`config.mk`:
```
export PLATFORM = sky130hd
export DESIGN_NAME = rv32i_front_end
export DESIGN_NICKNAME = d
export VERILOG_FILES = /design/src/hdl/rv32i_pkg.sv /design/src/hdl/inst_mem.sv /design/src/hdl/instruction_decode.sv /design/src/hdl/instruction_fetch.sv /design/src/hdl/rv32i_front_end.sv
export SDC_FILE = /design/constraint.sdc
export NUM_CORES = 2
export LEC_CHECK = 0
export BUFFER_PORTS_ARGS = -buffer_cell sky130_fd_sc_hd__buf_2
export CAP_MARGIN = 20
export CORE_AREA = 2 2 496 745
export DETAILED_ROUTE_END_ITERATION = 12
export DIE_AREA = 0 0 498 747
export PLACE_DENSITY = 0.48
export SYNTH_ARGS = -nofsm -noshare
export SYNTH_HDL_FRONTEND = slang
export SYNTH_SLANG_ARGS = --single-unit
```
`constraint.sdc`:
```
create_clock -name clk -period 8.7 [get_ports clk]
set_input_delay 0.435 -clock clk [delete_from_list [all_inputs] [get_ports clk]]
set_output_delay 0.435 -clock clk [all_outputs]
set_load 0.005 [all_outputs]
```
`src/hdl/rv32i_pkg.sv`:
```
package rv32i_pkg;

	// Instruction word and byte address
	typedef logic [31:0] rv32i_word;

	// Next PC source driven by the back end
	typedef enum logic [1:0] {
		pc_plus4 = 2'b00,
		alu_out  = 2'b01,
		alu_mod2 = 2'b10,
		bad_sel  = 2'b11
	} pcmux_sel_t;

	// RV32I major opcodes in bits [6:0] of the instruction
	typedef enum logic [6:0] {
		op_lui   = 7'b0110111,
		op_auipc = 7'b0010111,
		op_jal   = 7'b1101111,
		op_jalr  = 7'b1100111,
		op_br    = 7'b1100011,
		op_load  = 7'b0000011,
		op_store = 7'b0100011,
		op_imm   = 7'b0010011,
		op_reg   = 7'b0110011,
		op_csr   = 7'b1110011
	} rv32i_opcode_t;

	// addi x0, x0, 0
	localparam rv32i_word nop_instr = 32'h0000_0013;

	// First fetch address after reset
	localparam rv32i_word reset_pc = 32'h0000_0000;

endpackage

```
`src/hdl/inst_mem.sv`:
```
`timescale 1ns/100ps

module inst_mem #(
	parameter int MEM_WORDS   = 64,
	parameter int MEM_LATENCY = 2
) (
	input  logic                          clk,
	input  logic                          rst,
	input  logic                          prog_we,
	input  logic [$clog2(MEM_WORDS)-1:0]  prog_addr,
	input  rv32i_pkg::rv32i_word          prog_data,
	input  rv32i_pkg::rv32i_word          inst_addr,
	output rv32i_pkg::rv32i_word          inst_rdata,
	output logic                          inst_resp
);
	import rv32i_pkg::*;

	localparam int AW = $clog2(MEM_WORDS);
	localparam int CW = $clog2(MEM_LATENCY + 1);
	localparam logic [CW-1:0] LAT = CW'(MEM_LATENCY);

	rv32i_word       mem [MEM_WORDS];
	rv32i_word       last_addr;
	logic [CW-1:0]   count;
	logic            addr_same;

	// Program port is only open while the core is held in reset
	always_ff @(posedge clk) begin
		if (rst && prog_we) begin
			mem[prog_addr] <= prog_data;
		end
	end

	// Address seen on the previous cycle
	always_ff @(posedge clk) begin
		last_addr <= inst_addr;
	end

	assign addr_same = (inst_addr == last_addr);

	// Cycles the current address has been stable
	always_ff @(posedge clk) begin
		if (rst) begin
			count <= '0;
		end else if (!addr_same) begin
			count <= CW'(1);
		end else if (count != LAT) begin
			count <= count + CW'(1);
		end
	end

	// Response holds as long as the address does not move
	assign inst_resp  = addr_same && (count == LAT);
	assign inst_rdata = mem[inst_addr[AW+1:2]];

endmodule

```
`src/hdl/instruction_decode.sv`:
```
`timescale 1ns/100ps

module instruction_decode (
	input  logic                      clk,
	input  logic                      rst,
	input  logic                      ma_stall,
	input  rv32i_pkg::rv32i_word      pc_ff,
	input  rv32i_pkg::rv32i_word      instr_ff,
	input  logic                      false_nop,
	output logic                      bubble,
	output rv32i_pkg::rv32i_word      ex_pc,
	output rv32i_pkg::rv32i_word      ex_instr,
	output rv32i_pkg::rv32i_opcode_t  ex_opcode,
	output logic [4:0]                ex_rd,
	output logic [4:0]                ex_rs1,
	output logic [4:0]                ex_rs2,
	output rv32i_pkg::rv32i_word      ex_imm,
	output logic                      ex_nop
);
	import rv32i_pkg::*;

	rv32i_opcode_t opcode;
	rv32i_word     imm;
	logic [4:0]    rs1;
	logic [4:0]    rs2;
	logic          uses_rs1;
	logic          uses_rs2;
	logic          known;

	assign opcode = rv32i_opcode_t'(instr_ff[6:0]);
	assign rs1    = instr_ff[19:15];
	assign rs2    = instr_ff[24:20];

	// Immediate format and register usage per opcode
	always_comb begin
		imm      = '0;
		uses_rs1 = 1'b0;
		uses_rs2 = 1'b0;
		known    = 1'b1;
		case (opcode)
			op_lui, op_auipc: begin
				imm = {instr_ff[31:12], 12'b0};
			end
			op_jal: begin
				imm = {{11{instr_ff[31]}}, instr_ff[31], instr_ff[19:12],
					instr_ff[20], instr_ff[30:21], 1'b0};
			end
			op_jalr, op_load, op_imm: begin
				imm      = {{20{instr_ff[31]}}, instr_ff[31:20]};
				uses_rs1 = 1'b1;
			end
			op_csr: begin
				imm      = {{20{instr_ff[31]}}, instr_ff[31:20]};
				// funct3[2] set selects the uimm form with no register source
				uses_rs1 = !instr_ff[14];
			end
			op_br: begin
				imm      = {{19{instr_ff[31]}}, instr_ff[31], instr_ff[7],
					instr_ff[30:25], instr_ff[11:8], 1'b0};
				uses_rs1 = 1'b1;
				uses_rs2 = 1'b1;
			end
			op_store: begin
				imm      = {{20{instr_ff[31]}}, instr_ff[31:25], instr_ff[11:7]};
				uses_rs1 = 1'b1;
				uses_rs2 = 1'b1;
			end
			op_reg: begin
				uses_rs1 = 1'b1;
				uses_rs2 = 1'b1;
			end
			// The zero word left in IF/ID by reset lands here
			default: known = 1'b0;
		endcase
	end

	// Load-use hazard against the load sitting in ID/EX
	assign bubble = (ex_opcode == op_load) && (ex_rd != 5'd0) &&
		((uses_rs1 && (rs1 == ex_rd)) || (uses_rs2 && (rs2 == ex_rd)));

	// ID/EX register
	always_ff @(posedge clk) begin
		if (rst || (!ma_stall && bubble)) begin
			ex_pc     <= rst ? reset_pc : pc_ff;
			ex_instr  <= nop_instr;
			ex_opcode <= op_imm;
			ex_rd     <= '0;
			ex_rs1    <= '0;
			ex_rs2    <= '0;
			ex_imm    <= '0;
			ex_nop    <= 1'b1;
		end else if (!ma_stall) begin
			ex_pc     <= pc_ff;
			ex_instr  <= instr_ff;
			ex_opcode <= opcode;
			ex_rd     <= instr_ff[11:7];
			ex_rs1    <= rs1;
			ex_rs2    <= rs2;
			ex_imm    <= imm;
			ex_nop    <= false_nop || !known;
		end
	end

endmodule

```
`src/hdl/instruction_fetch.sv`:
```
`timescale 1ns/100ps

module instruction_fetch (
	input  logic                     clk,
	input  logic                     rst,
	input  logic                     ma_stall,
	input  rv32i_pkg::pcmux_sel_t    pcmux_sel,
	input  rv32i_pkg::rv32i_word     alu_out,
	input  logic                     br_taken,
	input  logic                     bubble,
	input  logic                     inst_resp,
	input  rv32i_pkg::rv32i_word     inst_rdata,
	output rv32i_pkg::rv32i_word     inst_addr,
	output rv32i_pkg::rv32i_word     pc_ff,
	output rv32i_pkg::rv32i_word     instr_ff,
	output logic                     false_nop
);
	import rv32i_pkg::*;

	rv32i_word pc;
	rv32i_word pc_in;
	rv32i_word pc_next;
	logic      if_stall;
	logic      pc_load;

	// Branch seen while the memory was still busy
	logic      pend_branch;
	rv32i_word pend_pc;

	assign if_stall  = !inst_resp;
	assign inst_addr = pc;

	// Next PC from the back end select
	always_comb begin
		pc_in = '1;
		case (pcmux_sel)
			pc_plus4:            pc_in = pc + 32'd4;
			rv32i_pkg::alu_out:  pc_in = alu_out;
			alu_mod2:            pc_in = {alu_out[31:1], 1'b0};
			bad_sel:             pc_in = '1;
		endcase
	end

	// A fresh branch wins over an older pending one
	assign pc_next = (pend_branch && !br_taken) ? pend_pc : pc_in;

	assign pc_load = !if_stall && (!(ma_stall || bubble) || br_taken || pend_branch);

	always_ff @(posedge clk) begin
		if (rst) begin
			pc <= reset_pc;
		end else if (pc_load) begin
			pc <= pc_next;
		end
	end

	// Pending branch flag clears once the PC takes the target
	always_ff @(posedge clk) begin
		if (rst) begin
			pend_branch <= 1'b0;
		end else if (if_stall && br_taken) begin
			pend_branch <= 1'b1;
		end else if (pend_branch && !if_stall) begin
			pend_branch <= 1'b0;
		end
	end

	always_ff @(posedge clk) begin
		if (br_taken) begin
			pend_pc <= pc_in;
		end
	end

	// IF/ID register
	always_ff @(posedge clk) begin
		if (rst) begin
			pc_ff     <= '0;
			instr_ff  <= '0;
			false_nop <= 1'b0;
		end else if (br_taken || pend_branch) begin
			// Anything behind a redirect is squashed
			pc_ff     <= pc;
			instr_ff  <= nop_instr;
			false_nop <= 1'b1;
		end else if (!bubble && !ma_stall) begin
			pc_ff <= pc;
			if (if_stall) begin
				// Memory still busy so the slot stays empty
				instr_ff  <= nop_instr;
				false_nop <= 1'b1;
			end else begin
				instr_ff  <= inst_rdata;
				false_nop <= 1'b0;
			end
		end
	end

endmodule

```
`src/hdl/rv32i_front_end.sv`:
```
`timescale 1ns/100ps

module rv32i_front_end #(
	parameter int MEM_WORDS   = 64,
	parameter int MEM_LATENCY = 2
) (
	input  logic                          clk,
	input  logic                          rst,
	input  logic                          prog_we,
	input  logic [$clog2(MEM_WORDS)-1:0]  prog_addr,
	input  rv32i_pkg::rv32i_word          prog_data,
	input  logic                          ma_stall,
	input  rv32i_pkg::pcmux_sel_t         pcmux_sel,
	input  rv32i_pkg::rv32i_word          alu_out,
	input  logic                          br_taken,
	output rv32i_pkg::rv32i_word          inst_addr,
	output rv32i_pkg::rv32i_word          ex_pc,
	output rv32i_pkg::rv32i_word          ex_instr,
	output rv32i_pkg::rv32i_opcode_t      ex_opcode,
	output logic [4:0]                    ex_rd,
	output logic [4:0]                    ex_rs1,
	output logic [4:0]                    ex_rs2,
	output rv32i_pkg::rv32i_word          ex_imm,
	output logic                          ex_nop
);
	import rv32i_pkg::*;

	rv32i_word inst_rdata;
	logic      inst_resp;
	rv32i_word pc_ff;
	rv32i_word instr_ff;
	logic      false_nop;
	logic      bubble;

	inst_mem #(
		.MEM_WORDS   (MEM_WORDS),
		.MEM_LATENCY (MEM_LATENCY)
	) u_inst_mem (
		.clk        (clk),
		.rst        (rst),
		.prog_we    (prog_we),
		.prog_addr  (prog_addr),
		.prog_data  (prog_data),
		.inst_addr  (inst_addr),
		.inst_rdata (inst_rdata),
		.inst_resp  (inst_resp)
	);

	instruction_fetch u_fetch (
		.clk        (clk),
		.rst        (rst),
		.ma_stall   (ma_stall),
		.pcmux_sel  (pcmux_sel),
		.alu_out    (alu_out),
		.br_taken   (br_taken),
		.bubble     (bubble),
		.inst_resp  (inst_resp),
		.inst_rdata (inst_rdata),
		.inst_addr  (inst_addr),
		.pc_ff      (pc_ff),
		.instr_ff   (instr_ff),
		.false_nop  (false_nop)
	);

	instruction_decode u_decode (
		.clk       (clk),
		.rst       (rst),
		.ma_stall  (ma_stall),
		.pc_ff     (pc_ff),
		.instr_ff  (instr_ff),
		.false_nop (false_nop),
		.bubble    (bubble),
		.ex_pc     (ex_pc),
		.ex_instr  (ex_instr),
		.ex_opcode (ex_opcode),
		.ex_rd     (ex_rd),
		.ex_rs1    (ex_rs1),
		.ex_rs2    (ex_rs2),
		.ex_imm    (ex_imm),
		.ex_nop    (ex_nop)
	);

endmodule

```
# == Word-level counts from Yosys, hierarchy flattened ==
# Memory sizes are Yosys's and may differ from the RTL's. A register that Yosys moved wholly into a read port is not among the register bits.
# Index checks and enable logic that the tools add are counted.
# totals
latchBits,0
word_cells,105
reg_bits,283
n_memories,1
mem_bits_ro,0
mem_bits_rw,2048
output_inout_bits,151
# classes
mul,0
n_shift,0
n_mux,25
n_div,0
bitwise,1
n_eq_ne,21
n_reduce_logical,37
order_cmp,0
n_addsub,2
# mem_list
memory,words,word_bits,rd,rd_clocked_by_memory_dff,write_ports,line,rtl
u_inst_mem.mem,64,32,1,1,1,inst_mem.sv:22,rv32i_word mem [MEM_WORDS];
# op_table
operator,count
32-bit two-way mux,7
32-bit one-hot mux with 5 select lines,1
32-bit one-hot mux with 4 select lines,1
32-bit by 3-bit adder with 32-bit output (second input constant),1
32-bit == test,1
7-bit == test (second input constant),4
7-bit by 6-bit == test with 1-bit output (second input constant),3
7-bit by 2-bit == test with 1-bit output (second input constant),2
7-bit by 5-bit == test with 1-bit output (second input constant),2
1-bit logical AND,12
6-bit two-way mux,2
1-bit two-way mux,11
5-bit == test,2
5-bit two-way mux,2
10-bit OR reduction,1
1-bit zero test,7
1-bit logical OR,7
2-bit == test (second input constant),3
2-bit OR reduction,3
6-bit OR reduction,1
5-bit nonzero test,1
2-bit != test (second input constant),2
2-bit nonzero test,2
4-bit OR reduction,1
other kinds (7),7

# == Logic depth before layout (Yosys ltp) ==
# logic_depth
ltp_word,13
depth_mapped,12
depth_no_buf,8

# == Hierarchy ==
# Synthesis repeated with hierarchy kept, for this count alone.
# unflattened
cells_unflattened,4595
hier_area_um2,89656.0
# by_module_without_submodules
module,area_each_um2,n_inst,cells_per_inst
inst_mem,79422.4,1,3466
instruction_fetch,5839.4,1,700
instruction_decode,4394.2,1,429

# == Worst setup path after synthesis ==
# No wires, ideal clock.
# synth_path
path_kind,input port to flip-flop
start,input prog_addr[3]
end,memory u_inst_mem.mem[52][0] (netlist bit) (enable)
setup_time_ps,461
t_arrival_ps,3200
path_slack_ps,5039
stages,4
required_ps,8239
path_cell_list,clkbuf_1 -> and4b_1 -> nand3_1 -> nor3_1
# synth_lines
element,line,rtl
start: declaration,rv32i_front_end.sv:10,"input logic [$clog2(MEM_WORDS)-1:0] prog_addr,"
end: declaration,inst_mem.sv:22,
# No word-level cell before the write port.

==> impl_metrics.sql <==
INSERT INTO impl_metrics (metric_group, metric, value, unit) VALUES
('sta', 'skew', '0.07488', 'ns'),
('cts', 'worst_skew_pair_later_pin_latency', '0.90', 'ns'),
('critical_path', 'worst_ep_required_time', '9.45', 'ns'),
('cts', 'postCtsResizedCells', '0', ''),
('place', 'hpwl', '169200', 'µm'),
('place', 'buffer_ports.inserted', '227', ''),
('synthesis', 'synth_seq_area_share', '74.10', '%'),
('critical_path', 'crit_chain', 'buf_12 -> buf_12 -> mux4_2 -> a22oi_1 -> a21oi_1 -> a211oi_1 -> a41oi_1 -> a22o_1', ''),
('critical_path', 'worstPathBufferInverterCount', '2', ''),
('critical_path', 'start_kind', 'flop', ''),
('min_path', 'whs_endpoint', 'u_inst_mem.mem[52][4]', ''),
('global_route', 'grt.overflow.total', '0', ''),
('floorplanning', 'dieArea', '372000', 'µm²'),
('critical_path', 'worstPathMaxFanout', '94', ''),
('critical_path', 'cp_data_arrival_time', '5.31', 'ns'),
('synthesis', 'async_flop_share', '0', '%'),
('sta', 'post-route-worst-setup-slack', '4.137', 'ns'),
('synthesis', 'postSynthCellCount', '4823', ''),
('synthesis', 'synth-simple-area-share', '3.235', '%'),
('synthesis', 'postSynthNetCount', '4902', ''),
('drt', 'drt-wirelength-per-cell', '28.81', 'µm'),
('floorplanning', 'die-width', '498', 'µm'),
('critical_path', 'crit_path_class', 'flop to flop', ''),
('place', 'dpl.cell_count', '9703', ''),
('critical_path', 'r2r_setup_slk', '4.14', 'ns'),
('drt', 'post_drt_via_cell_ratio', '4.765', ''),
('global_route', 'grt_usage', '15.15', '%'),
('final_layout', 'areaGrowthSynthToFinish', '15.14', '%'),
('floorplanning', 'io-pin-count', '228', ''),
('min_path', 'hp-start', 'prog_data[4]', ''),
('sta', 'slew_violations', '0', ''),
('cts', 'cts_h_tree_depth', '4', ''),
('pwr', 'power_leakage', '31.80', 'nW'),
('run', 'max_cap_violations', '0', ''),
('synthesis', 'synth.ff_latch_count', '2315', ''),
('sta', 'fin_setup_tns', '0', 'ns'),
('final_layout', 'layout.cells.non_filler', '10110', ''),
('pwr', 'power_per_cell_area', '246.6', 'nW/µm²'),
('run_status', 'outcome', 'finished clean', ''),
('cts', 'clock-root-buffer', 'sky130_fd_sc_hd__clkbuf_16', ''),
('final_layout', 'drive_above_1_share', '21.76', '%'),
('sta', 'final-hold-violation-count', '0', ''),
('pwr', 'max-vdd-ir-drop', '0.1615', 'mV'),
('sta', 'fin_crit_sh', '52.45', '%'),
('floorplanning', 'num_rows', '272', ''),
('place', 'gp_congestion', '0.7887', ''),
('sta', 'max_freq', '219.2', 'MHz'),
('sta', 'rsz0062_at_grt', 'no', ''),
('drt', 'postRouteAntennaNets', '0', ''),
('final_layout', 'nNetsFinal', '5225', ''),
('drt', 'drt_pre_antenna_iters', '5', ''),
('synthesis', 'synth_mux_area_share', '13.88', '%'),
('synthesis', 'synth_ff_type', 'sky130_fd_sc_hd__edfxtp_1', ''),
('cts', 'clkSinkCount', '2315', ''),
('synthesis', 'synth_area_per_cell', '18.88', 'µm²'),
('min_path', 'holdPathStages', '1', ''),
('critical_path', 'timing.reg2reg.worst_path_depth', '8', ''),
('synthesis', 'synth_top_family_by_area', 'multiplexers', ''),
('sta', 'timing.final.setup_violations', '0', ''),
('synthesis', 'synthesis.yosys.warnings', '0', ''),
('critical_path', 'worst_setup_path_end_kind', 'flop', ''),
('floorplanning', 'initial_utilization', '24.94', '%'),
('synthesis', 'synth.lib_cells_used.distinct', '82', ''),
('cts', 'tritoncts', 'yes', ''),
('critical_path', 'critical_path.most_common_cell', 'sky130_fd_sc_hd__buf_12', ''),
('global_route', 'initial_antenna_violation_count', '27', ''),
('sta', 'fin_crit', '4.563', 'ns'),
('cts', 'cts.reportedPaths.clkPinSlew', '0.07', 'ns'),
('pwr', 'p_total', '25.86', 'mW'),
('global_route', 'grt_first_pass_wirelength', '400200', 'µm'),
('global_route', 'largest_net_degree_at_the_start_of_global_routing', '116', '');
==> routing by layer <==
metal	part of all wire, %	GRT usage (%)	vias up
met5	0.024	0	-
met4	4.6	6.556	10
met3	4.7	1.863	429
met2	53	28.13	1560
met1	38	17.32	25910
li1	-	-	20270
==> worst max-delay path by stage <==
stage / startpoint / to / slack, ns / cells past startpoint
after floorplan: prog_addr[3] / u_inst_mem.mem[52][0] / 5.04 / 4
after global placement: flop / u_fetch.instr_ff[20] / 3.48 / 9
after detailed placement: flop / u_fetch.instr_ff[24] / 4.04 / 8
after CTS: flop / u_fetch.instr_ff[24] / 4.02 / 8
after global routing: flop / u_fetch.instr_ff[20] / 3.84 / 9
final: flop / u_fetch.instr_ff[19] / 4.14 / 8
==> where the power goes <==
part	internal [mW]	switching, mW	total (mW)
clock	5.15	4.19	9.33
combinational	1.44	2.63	4.06
sequential	12.3	0.185	12.5
total	18.9	7.00	25.9
==> stage by stage <==
stage	hold WS, ns	cell area (µm²)
floorplan	0.3638	91070
global placement	0.4127	97800
detailed placement	0.4269	97850
CTS	0.0004371	104800
global route	0.02750	104900
finish	0.02878	104900
==> cells in the mapped netlist (all sizes together), types with 47 or more instances <==
| cell type | number | area (µm²) |
|---|---|---|
| edfxtp | 2112 | 63420 |
| mux2i | 415 | 4154 |
| mux4 | 360 | 8314 |
| nor2 | 251 | 947.2 |
| dfxtp | 203 | 4064 |
| buf | 198 | 1922 |
| a21oi | 142 | 710.7 |
| nand2 | 140 | 535.5 |
| a221oi | 127 | 1181 |
| o21ai | 126 | 630.6 |
| clkbuf | 120 | 505.5 |
| a22oi | 53 | 397.9 |
| xor2 | 51 | 446.7 |
| nor3 | 48 | 260.3 |
| nor2b | 47 | 294.0 |
==> what timing repair did <==
item,CTS,global route
hold buffers,25,1
hold endpoints to repair,44,16
endpoints found under the setup margin,0,0
==> registers in the layout, indices dropped and copies added (netlist names), named ones only <==
register              cells
u_inst_mem.mem         2048
u_decode.ex_pc           32
u_fetch.pc_ff            32
u_fetch.false_nop         1
u_decode.ex_opcode        6
u_fetch.inst_addr        32
u_fetch.pend_branch       1
u_fetch.pend_pc          32
u_decode.ex_instr        26
u_decode.ex_imm          32
u_inst_mem.last_addr     32
u_inst_mem.count          2
u_decode.ex_nop           1
u_fetch.instr_ff         32
==> kinds of logic (layout without fill, tap and decap cells) <==
kind of cell | Yosys count | count (layout)
fa+ha+maj | 2 | 2
simple gates | 631 | 631
xor+xnor | 71 | 71
buf+inv | 337 | 822
mux | 790 | 790
other cells | 0 | 6
flops | 2315 | 2315
compound gates | 677 | 677
==> worst register-to-register path, cell delays in order, from the launching register on <==
cell	delay, ns
sky130_fd_sc_hd__dfxtp_4	0.81
sky130_fd_sc_hd__buf_12	0.35
sky130_fd_sc_hd__buf_12	0.54
sky130_fd_sc_hd__mux4_2	0.83
sky130_fd_sc_hd__a22oi_1	0.20
sky130_fd_sc_hd__a21oi_1	0.27
sky130_fd_sc_hd__a211oi_1	1.02
sky130_fd_sc_hd__a41oi_1	0.19
sky130_fd_sc_hd__a22o_1	0.25
==> cell type report <==
class	count	area, µm²
Fill cell	35900	260300
Sequential cell	2315	67500
Multi-Input combinational cell	2171	21630
Tap cell	4795	6000
Clock buffer	252	5493
Timing Repair Buffer	436	2950
Clock inverter	120	1205
Inverter	14	60.06
Antenna cell	6	15.01
==> layout by cell type (no fill, tap or decap), types with 138 or more instances in the layout <==
master	instances
sky130_fd_sc_hd__a21oi_1	140
sky130_fd_sc_hd__nor2_1	184
sky130_fd_sc_hd__mux4_2	305
sky130_fd_sc_hd__mux2i_1	415
sky130_fd_sc_hd__nand2_1	138
sky130_fd_sc_hd__clkbuf_16	210
sky130_fd_sc_hd__edfxtp_1	2112
sky130_fd_sc_hd__buf_4	171
sky130_fd_sc_hd__buf_2	225
sky130_fd_sc_hd__dfxtp_1	197
(Power assumes the default switching activity.)
